### config.mk
export PLATFORM = sky130hd
export DESIGN_NAME = rotatorTop
export DESIGN_NICKNAME = d
export VERILOG_FILES = /design/src/logic/rotPkg.sv /design/src/logic/delayLine.sv /design/src/logic/phaseCoefRom.sv /design/src/logic/cplxMult.sv /design/src/logic/phaseRotator.sv /design/src/logic/multiHPhaseAcc.sv /design/src/logic/rotatorTop.sv
export SDC_FILE = /design/constraint.sdc
export NUM_CORES = 2
export LEC_CHECK = 0
export BUFFER_PORTS_ARGS = -buffer_cell sky130_fd_sc_hd__buf_2
export CORE_MARGIN = 2
export CORE_UTILIZATION = 35
export CTS_BUF_LIST = sky130_fd_sc_hd__clkbuf_8
export CTS_CLUSTER_DIAMETER = 30
export DETAILED_ROUTE_END_ITERATION = 10
export SLEW_MARGIN = 25
export SYNTH_ARGS = -nofsm -noshare
export SYNTH_HDL_FRONTEND = slang
export SYNTH_SLANG_ARGS = --single-unit
### constraint.sdc
create_clock -name clk -period 12.1 [get_ports clk]
set_clock_uncertainty 0.05 [all_clocks]
set_input_delay 2.42 -clock clk [delete_from_list [all_inputs] [get_ports clk]]
set_output_delay 2.42 -clock clk [all_outputs]
set_load 0.01 [all_outputs]
### src/logic/rotPkg.sv
// Shared widths, pipeline latencies and payload types for the phase rotator
package rotPkg;

   // --------------------
   // Widths
   // --------------------
   localparam int ROT_BITS   = 12;   // I/Q sample width
   localparam int COEF_BITS  = 12;   // Signed cos/sin, unity at 1024
   localparam int PHASE_BITS = 5;    // 32 steps around the circle
   localparam int SEL_BITS   = 5;    // Select word riding with the data

   // --------------------
   // Latencies and scaling
   // --------------------
   localparam int ROT_LATENCY = 3;   // Table lookup plus two multiply stages
   localparam int PROD_SHIFT  = 11;  // Unity coef is 2^10, so output lands at half scale

   // --------------------
   // Payload types
   // --------------------
   typedef logic signed [ROT_BITS-1:0]   sample;
   typedef logic signed [COEF_BITS-1:0]  coef;
   typedef logic        [PHASE_BITS-1:0] phaseIdx;   // Unsigned, wraps mod 2pi

   // Sample pair, I in the upper half
   typedef struct packed {
      sample i;
      sample q;
   } iqPair;

   // Strobes and select word that follow a sample down the pipe
   typedef struct packed {
      logic                symEn;
      logic                sym2xEn;
      logic [SEL_BITS-1:0] sel;
   } ctrlBundle;

endpackage

### src/logic/delayLine.sv
// Resettable register chain for any packed payload type
`timescale 1ns/10ps

module delayLine #(
   parameter type payloadT = logic,
   parameter int  DEPTH    = 1          // Number of register stages, at least 1
) (
   input  logic    clk,
   input  logic    reset,
   input  payloadT din,
   output payloadT dout
);

   payloadT stages [DEPTH];   // stages[0] is nearest the input

   always_ff @(posedge clk) begin
      if (reset) begin
         for (int k = 0; k < DEPTH; k++) begin
            stages[k] <= '0;           // Flush, strobes come out low
         end
      end else begin
         stages[0] <= din;
         for (int k = 1; k < DEPTH; k++) begin
            stages[k] <= stages[k-1];   // Shift one stage per clock
         end
      end
   end

   assign dout = stages[DEPTH-1];   // Oldest entry

endmodule

### src/logic/phaseCoefRom.sv
// Registered 32-entry lookup from phase index to cos/sin coefficients
`timescale 1ns/10ps

module phaseCoefRom (
   input  logic            clk,
   input  logic            reset,
   input  rotPkg::phaseIdx angle,
   output rotPkg::coef     cosVal,
   output rotPkg::coef     sinVal
);

   rotPkg::coef cosNext;
   rotPkg::coef sinNext;

   // Round(cos * 1024), round(sin * 1024) at k * 2pi/32
   always_comb begin
      case (angle)
         0:  {cosNext, sinNext} = {rotPkg::coef'(1024),  rotPkg::coef'(0)};
         1:  {cosNext, sinNext} = {rotPkg::coef'(1004),  rotPkg::coef'(200)};
         2:  {cosNext, sinNext} = {rotPkg::coef'(946),   rotPkg::coef'(392)};
         3:  {cosNext, sinNext} = {rotPkg::coef'(851),   rotPkg::coef'(569)};
         4:  {cosNext, sinNext} = {rotPkg::coef'(724),   rotPkg::coef'(724)};   // pi/4
         5:  {cosNext, sinNext} = {rotPkg::coef'(569),   rotPkg::coef'(851)};
         6:  {cosNext, sinNext} = {rotPkg::coef'(392),   rotPkg::coef'(946)};
         7:  {cosNext, sinNext} = {rotPkg::coef'(200),   rotPkg::coef'(1004)};
         // Second quadrant
         8:  {cosNext, sinNext} = {rotPkg::coef'(0),     rotPkg::coef'(1024)};  // pi/2
         9:  {cosNext, sinNext} = {rotPkg::coef'(-200),  rotPkg::coef'(1004)};
         10: {cosNext, sinNext} = {rotPkg::coef'(-392),  rotPkg::coef'(946)};
         11: {cosNext, sinNext} = {rotPkg::coef'(-569),  rotPkg::coef'(851)};
         12: {cosNext, sinNext} = {rotPkg::coef'(-724),  rotPkg::coef'(724)};
         13: {cosNext, sinNext} = {rotPkg::coef'(-851),  rotPkg::coef'(569)};
         14: {cosNext, sinNext} = {rotPkg::coef'(-946),  rotPkg::coef'(392)};
         15: {cosNext, sinNext} = {rotPkg::coef'(-1004), rotPkg::coef'(200)};
         // Third quadrant
         16: {cosNext, sinNext} = {rotPkg::coef'(-1024), rotPkg::coef'(0)};    // pi
         17: {cosNext, sinNext} = {rotPkg::coef'(-1004), rotPkg::coef'(-200)};
         18: {cosNext, sinNext} = {rotPkg::coef'(-946),  rotPkg::coef'(-392)};
         19: {cosNext, sinNext} = {rotPkg::coef'(-851),  rotPkg::coef'(-569)};
         20: {cosNext, sinNext} = {rotPkg::coef'(-724),  rotPkg::coef'(-724)};
         21: {cosNext, sinNext} = {rotPkg::coef'(-569),  rotPkg::coef'(-851)};
         22: {cosNext, sinNext} = {rotPkg::coef'(-392),  rotPkg::coef'(-946)};
         23: {cosNext, sinNext} = {rotPkg::coef'(-200),  rotPkg::coef'(-1004)};
         // Fourth quadrant
         24: {cosNext, sinNext} = {rotPkg::coef'(0),     rotPkg::coef'(-1024)}; // 3pi/2
         25: {cosNext, sinNext} = {rotPkg::coef'(200),   rotPkg::coef'(-1004)};
         26: {cosNext, sinNext} = {rotPkg::coef'(392),   rotPkg::coef'(-946)};
         27: {cosNext, sinNext} = {rotPkg::coef'(569),   rotPkg::coef'(-851)};
         28: {cosNext, sinNext} = {rotPkg::coef'(724),   rotPkg::coef'(-724)};
         29: {cosNext, sinNext} = {rotPkg::coef'(851),   rotPkg::coef'(-569)};
         30: {cosNext, sinNext} = {rotPkg::coef'(946),   rotPkg::coef'(-392)};
         31: {cosNext, sinNext} = {rotPkg::coef'(1004),  rotPkg::coef'(-200)};
         default: {cosNext, sinNext} = '0;
      endcase
   end

   // One cycle of lookup latency
   always_ff @(posedge clk) begin
      if (reset) begin
         cosVal <= '0;
         sinVal <= '0;
      end else begin
         cosVal <= cosNext;
         sinVal <= sinNext;
      end
   end

endmodule

### src/logic/cplxMult.sv
// Two-stage pipelined complex multiplier with half-scale truncated output
`timescale 1ns/10ps

module cplxMult (
   input  logic          clk,
   input  logic          reset,
   input  rotPkg::sample i,
   input  rotPkg::sample q,
   input  rotPkg::coef   cosVal,
   input  rotPkg::coef   sinVal,
   output rotPkg::sample iOut,
   output rotPkg::sample qOut
);

   // Full-precision products, sample width plus coef width
   logic signed [rotPkg::ROT_BITS+rotPkg::COEF_BITS-1:0] ixC, qxS, ixS, qxC;
   // One guard bit for the add and subtract
   logic signed [rotPkg::ROT_BITS+rotPkg::COEF_BITS:0]   reSum, imSum;

   // --------------------
   // Stage 1, products
   // --------------------
   always_ff @(posedge clk) begin
      if (reset) begin
         ixC <= '0;
         qxS <= '0;
         ixS <= '0;
         qxC <= '0;
      end else begin
         ixC <= i * cosVal;   // Signed x signed
         qxS <= q * sinVal;
         ixS <= i * sinVal;
         qxC <= q * cosVal;
      end
   end

   assign reSum = ixC - qxS;   // Real part
   assign imSum = ixS + qxC;   // Imag part

   // --------------------
   // Stage 2, combine and scale
   // --------------------
   always_ff @(posedge clk) begin
      if (reset) begin
         iOut <= '0;
         qOut <= '0;
      end else begin
         // Arithmetic shift floors, then keep the low ROT_BITS
         iOut <= rotPkg::sample'(reSum >>> rotPkg::PROD_SHIFT);
         qOut <= rotPkg::sample'(imSum >>> rotPkg::PROD_SHIFT);
      end
   end

endmodule

### src/logic/phaseRotator.sv
// Phase rotator built from coefficient table, sample alignment and complex multiply
`timescale 1ns/10ps

module phaseRotator (
   input  logic            clk,
   input  logic            reset,
   input  rotPkg::sample   i,
   input  rotPkg::sample   q,
   input  rotPkg::phaseIdx angle,
   output rotPkg::sample   iOut,
   output rotPkg::sample   qOut
);

   rotPkg::coef   cosVal, sinVal;   // Valid one cycle after angle
   rotPkg::iqPair iqIn;
   rotPkg::iqPair iqAligned;        // Sample pair lined up with its coefs

   assign iqIn.i = i;
   assign iqIn.q = q;

   // Angle to cos/sin, 1 cycle
   phaseCoefRom coefRom_i (
      .clk    (clk),
      .reset  (reset),
      .angle  (angle),
      .cosVal (cosVal),
      .sinVal (sinVal)
   );

   // Hold the sample while the table answers
   delayLine #(
      .payloadT (rotPkg::iqPair),
      .DEPTH    (1)
   ) iqDelay_i (
      .clk   (clk),
      .reset (reset),
      .din   (iqIn),
      .dout  (iqAligned)
   );

   // Two more cycles, total latency ROT_LATENCY
   cplxMult mult_i (
      .clk    (clk),
      .reset  (reset),
      .i      (iqAligned.i),
      .q      (iqAligned.q),
      .cosVal (cosVal),
      .sinVal (sinVal),
      .iOut   (iOut),
      .qOut   (qOut)
   );

endmodule

### src/logic/multiHPhaseAcc.sv
// Multi-h carrier phase accumulator alternating between two index steps
`timescale 1ns/10ps

module multiHPhaseAcc (
   input  logic            clk,
   input  logic            reset,
   input  logic            symEn,    // One pulse per symbol
   input  rotPkg::phaseIdx hStep0,   // Step for even symbols
   input  rotPkg::phaseIdx hStep1,   // Step for odd symbols
   output rotPkg::phaseIdx phase
);

   logic hSel;   // Which modulation index applies to the next symbol

   rotPkg::phaseIdx step;

   assign step = hSel ? hStep1 : hStep0;

   // Advance once per symbol, otherwise hold
   always_ff @(posedge clk) begin
      if (reset) begin
         phase <= '0;
         hSel  <= 1'b0;
      end else if (symEn) begin
         // Natural wrap of the index is the mod 2pi
         phase <= rotPkg::phaseIdx'(phase + step);
         hSel  <= ~hSel;                           // Swap index every symbol
      end
   end

endmodule

### src/logic/rotatorTop.sv
// Top level joining phase accumulator, rotator and control delay
`timescale 1ns/10ps

module rotatorTop (
   input  logic                        clk,
   input  logic                        reset,
   input  logic                        symEn,
   input  logic                        sym2xEn,
   input  logic [rotPkg::SEL_BITS-1:0] sel,
   input  rotPkg::sample               i,
   input  rotPkg::sample               q,
   input  rotPkg::phaseIdx             hStep0,
   input  rotPkg::phaseIdx             hStep1,
   output logic                        symEnOut,
   output logic                        sym2xEnOut,
   output logic [rotPkg::SEL_BITS-1:0] selOut,
   output rotPkg::sample               iOut,
   output rotPkg::sample               qOut,
   output rotPkg::phaseIdx             phase
);

   rotPkg::ctrlBundle ctrlIn, ctrlOut;

   // Phase seen by a sample is the value before its own symEn update
   multiHPhaseAcc phaseAcc_i (
      .clk    (clk),
      .reset  (reset),
      .symEn  (symEn),
      .hStep0 (hStep0),
      .hStep1 (hStep1),
      .phase  (phase)
   );

   phaseRotator rotator_i (
      .clk   (clk),
      .reset (reset),
      .i     (i),
      .q     (q),
      .angle (phase),
      .iOut  (iOut),
      .qOut  (qOut)
   );

   // Strobes and select follow the data through the same latency
   assign ctrlIn.symEn   = symEn;
   assign ctrlIn.sym2xEn = sym2xEn;
   assign ctrlIn.sel     = sel;

   delayLine #(
      .payloadT (rotPkg::ctrlBundle),
      .DEPTH    (rotPkg::ROT_LATENCY)
   ) ctrlDelay_i (
      .clk   (clk),
      .reset (reset),
      .din   (ctrlIn),
      .dout  (ctrlOut)
   );

   assign symEnOut   = ctrlOut.symEn;
   assign sym2xEnOut = ctrlOut.sym2xEn;
   assign selOut     = ctrlOut.sel;

endmodule

==> flow_metrics.env <==
export IMPL_status="complete, no violations"
export IMPL_dp_hpwl_mm=51.2
export IMPL_slew_violations=0
export IMPL_synthCells=3172
export IMPL_grt_util_all_layers_pct=17.4
export IMPL_worstPathArrival_ns=6.66
export IMPL_place_ws_ns=5.98
export IMPL_row_count=104
export IMPL_synth_area_mm2=0.0284
export IMPL_tns_ns=0
export IMPL_ys_seq_area_share_pct=13.3
export IMPL_synthTopCellsByArea="fa_1 (38%), dfxtp_1 (13%), ha_1 (11%), inv_1 (9.3%), nand2_1 (4.9%)"
export IMPL_routed_wl_mm=66.9
export IMPL_cts_root_buf="clkbuf_8"
export IMPL_grt_overflow=0
export IMPL_syn2layout_area_growth_pct=6.77
export IMPL_ant_nets=0
export IMPL_irDropWorstVdd_v=0.0000868
export IMPL_numClockSinks=188
export IMPL_p_leak_nw=15.2
export IMPL_htree_levels=4
export IMPL_synth_cell_type_count=65
export IMPL_async_reset_ff_share_pct=0
export IMPL_dieHeight_um=289
export IMPL_yosysMostFrequentCell="inv_1"
export IMPL_worst_path_max_fanout=18
export IMPL_cts_tree="done"
export IMPL_die_area_mm2=0.0833
export IMPL_switching_share_pct=49.7
export IMPL_cts_clk_slew_worst_paths_ns=0.14
export IMPL_fin_crit_ns=6.26
export IMPL_avgSynthCellArea_um2=8.94
export IMPL_power_density_mw_per_mm2=138
export IMPL_cts_setup_buffers=0
export IMPL_setup_violations=0
export IMPL_synth_top_cell_by_area="fa_1"
export IMPL_cts_hold_buf=0
export IMPL_synth_seq_cells=188
export IMPL_drtIter0Drc=1224
export IMPL_timing_final_ws_setup_ns=5.84
export IMPL_die_w_um=289
export IMPL_vias=20100
export IMPL_routed_via_density=4.74
export IMPL_hold_viol_final=0
export IMPL_rrSetupSlack_ns=5.84
export IMPL_dp_cells=4209
export IMPL_endpoint_kind="register"
export IMPL_io_buffer_count=78
export IMPL_core_mm2=0.0804
export IMPL_synth_nets=4003
export IMPL_max_clock_freq_ghz=0.160
export IMPL_fin_cells=4242
export IMPL_register_area_mm2=0.00377
export IMPL_slowest_delay_ns=0.68
export IMPL_io_pins=79
export IMPL_synthTopCellsByCount="inv_1 (705), fa_1 (537), nand2_1 (370), ha_1 (251), dfxtp_1 (188)"
export IMPL_switchingPower_w=0.00208
export IMPL_crit_required_ns=12.50
export IMPL_clkPwrFrac_pct=11.7
export IMPL_rsz0062_at_grt="false"
export IMPL_period_share_pct=51.8
export IMPL_path_class="reg2reg"
export IMPL_multi_input_area_mm2=0.0214
export IMPL_crit_chain="buf_4 > clkinv_1 > nor2_1 > fa_1 > fa_1 > fa_1 > fa_1 > inv_1 > fa_1 > inv_1 > ha_1 > and4_1 > nand3_1 > a211oi_1 > o311ai_1 > o311ai_0"
export IMPL_grt_pass1_vias=21100
export IMPL_clockBufferDepth=2
export IMPL_maxCapViolCount=0
export IMPL_crit_path_start_kind="register"
export IMPL_drt_first_pass_iters=5
export IMPL_yosysWarnings=0
export IMPL_crit_buf_inv=4
export IMPL_p_seq_share_pct=21.4
export IMPL_grt_pass1_wl_mm=113
export IMPL_cp_common_cell="fa_1"
export IMPL_relSlewSlack_pct=25.3
export IMPL_cts_made_buffers=17
export IMPL_final_nets=3999
export IMPL_grt_max_degree=75
export IMPL_crit_slowest_cell="clkinv_1"
export IMPL_p_comb_share_pct=66.9
export IMPL_p_int_w=0.00211
export IMPL_critPathTopFamily="adder cells"
export IMPL_synth_top_area_share_pct=37.9
export IMPL_insertion_delay_ns=0.59
export IMPL_routedWlPerCell_um=15.8
export IMPL_worst_pin_slew_ns=1.12
export IMPL_drive_above_1_share_pct=5.66
export IMPL_grt_antenna_before_repair=1
export IMPL_fillerInstances=8247
export IMPL_drc=0
export IMPL_start_util_pct=35.3
export IMPL_gp_congestion=0.869
export IMPL_hp_class="reg2reg"
export IMPL_synth_edf_count=0
export IMPL_holdWs_ns=0.379
export IMPL_cts_resized=0
export IMPL_synth_flop_cell="dfxtp_1"
## cell families after synthesis
logic type	count (synthesis)	share of synthesized area, %
DFF	188	13.3
muxes	19	0.834
xor gates and xnor gates	88	2.72
and+or+nand+nor	964	16.5
AOI/OAI and AO/OA	277	6.42
adders and majority gates	788	49.0
buffers and inverters	848	11.3
## through the flow
stage / total power [W] / area (um2) / utilization, %
final: 0.00419 / 30300 / 37.7
after global routing: 0.00470 / 30300 / 37.7
after CTS: 0.00423 / 30300 / 37.7
after detailed placement: 0.00372 / 29800 / 37.1
after global placement: 0.00369 / 29800 / 37.1
after floorplan: 0.00297 / 28400 / -
## layout make-up
cell class	count	area share, %
timing repair buffer	118	2.31
clock buffer	19	0.863
multi-input combinational	2136	70.7
tap	1060	4.38
antenna	1	0.00826
sequential	188	12.5
clock inverter	13	0.562
inverter	707	8.76
## state kept, by name, indices dropped and copies added (netlist names)
name	flops
rotator_i.coefRom_i.sinVal	12
phaseAcc_i.hSel	1
rotator_i.mult_i.ixC	23
rotator_i.mult_i.qOut	12
rotator_i.mult_i.ixS	22
rotator_i.mult_i.qxC	22
rotator_i.mult_i.iOut	12
phaseAcc_i.phase	5
rotator_i.mult_i.qxS	23
rotator_i.coefRom_i.cosVal	11
ctrlDelay_i.stages	21
rotator_i.iqDelay_i.stages	24
## cells in the final DEF, fill, tap and decap left out, types with 13 or more instances in the layout
cell type	synthesis	final
a211oi_1	35	35
a21o_1	30	30
a21oi_1	75	75
and2_1	182	182
and3_1	13	13
buf_2	0	77
buf_4	5	40
clkbuf_8	0	20
dfxtp_1	188	183
fa_1	537	537
ha_1	251	251
inv_1	705	705
nand2_1	370	370
nand2b_1	32	32
nand3_1	23	23
nor2_1	158	158
nor2b_1	83	83
nor3_1	50	50
o21ai_0	41	41
o21ai_1	13	13
xnor2_1	54	54
xor2_1	34	34
## worst paths after layout
kind,startpoint,endpoint,cells past startpoint
max,rotator_i.coefRom_i.cosVal[11]$_SDFF_PP0_,rotator_i.mult_i.ixC[21]$_SDFF_PP0_,16
min reg2reg,ctrlDelay_i.stages[0][13]$_SDFF_PP0_,ctrlDelay_i.stages[0][20]$_SDFF_PP0_,1
max reg2reg,rotator_i.coefRom_i.cosVal[11]$_SDFF_PP0_,rotator_i.mult_i.ixC[21]$_SDFF_PP0_,16
min,ctrlDelay_i.stages[0][13]$_SDFF_PP0_,ctrlDelay_i.stages[0][20]$_SDFF_PP0_,1
## power groups by stage
| stage | logic, W | clock network (W) | registers [W] |
|---|---|---|---|
| after floorplan | 0.00212 | 0 | 0.000854 |
| after global placement | 0.00278 | 0 | 0.000911 |
| after detailed placement | 0.00281 | 0 | 0.000912 |
| after CTS | 0.00283 | 0.000509 | 0.000898 |
| after global routing | 0.00325 | 0.000529 | 0.000911 |
| final | 0.00280 | 0.000489 | 0.000897 |
## routing by layer
| metal | routed length [um] | global-route usage [%] |
|---|---|---|
| met5 | 0 | 0 |
| met4 | 2120 | 5.97 |
| met3 | 3500 | 2.77 |
| met2 | 30400 | 27.9 |
| met1 | 30800 | 24.0 |
No activity file was read; power rests on OpenSTA's default activity.
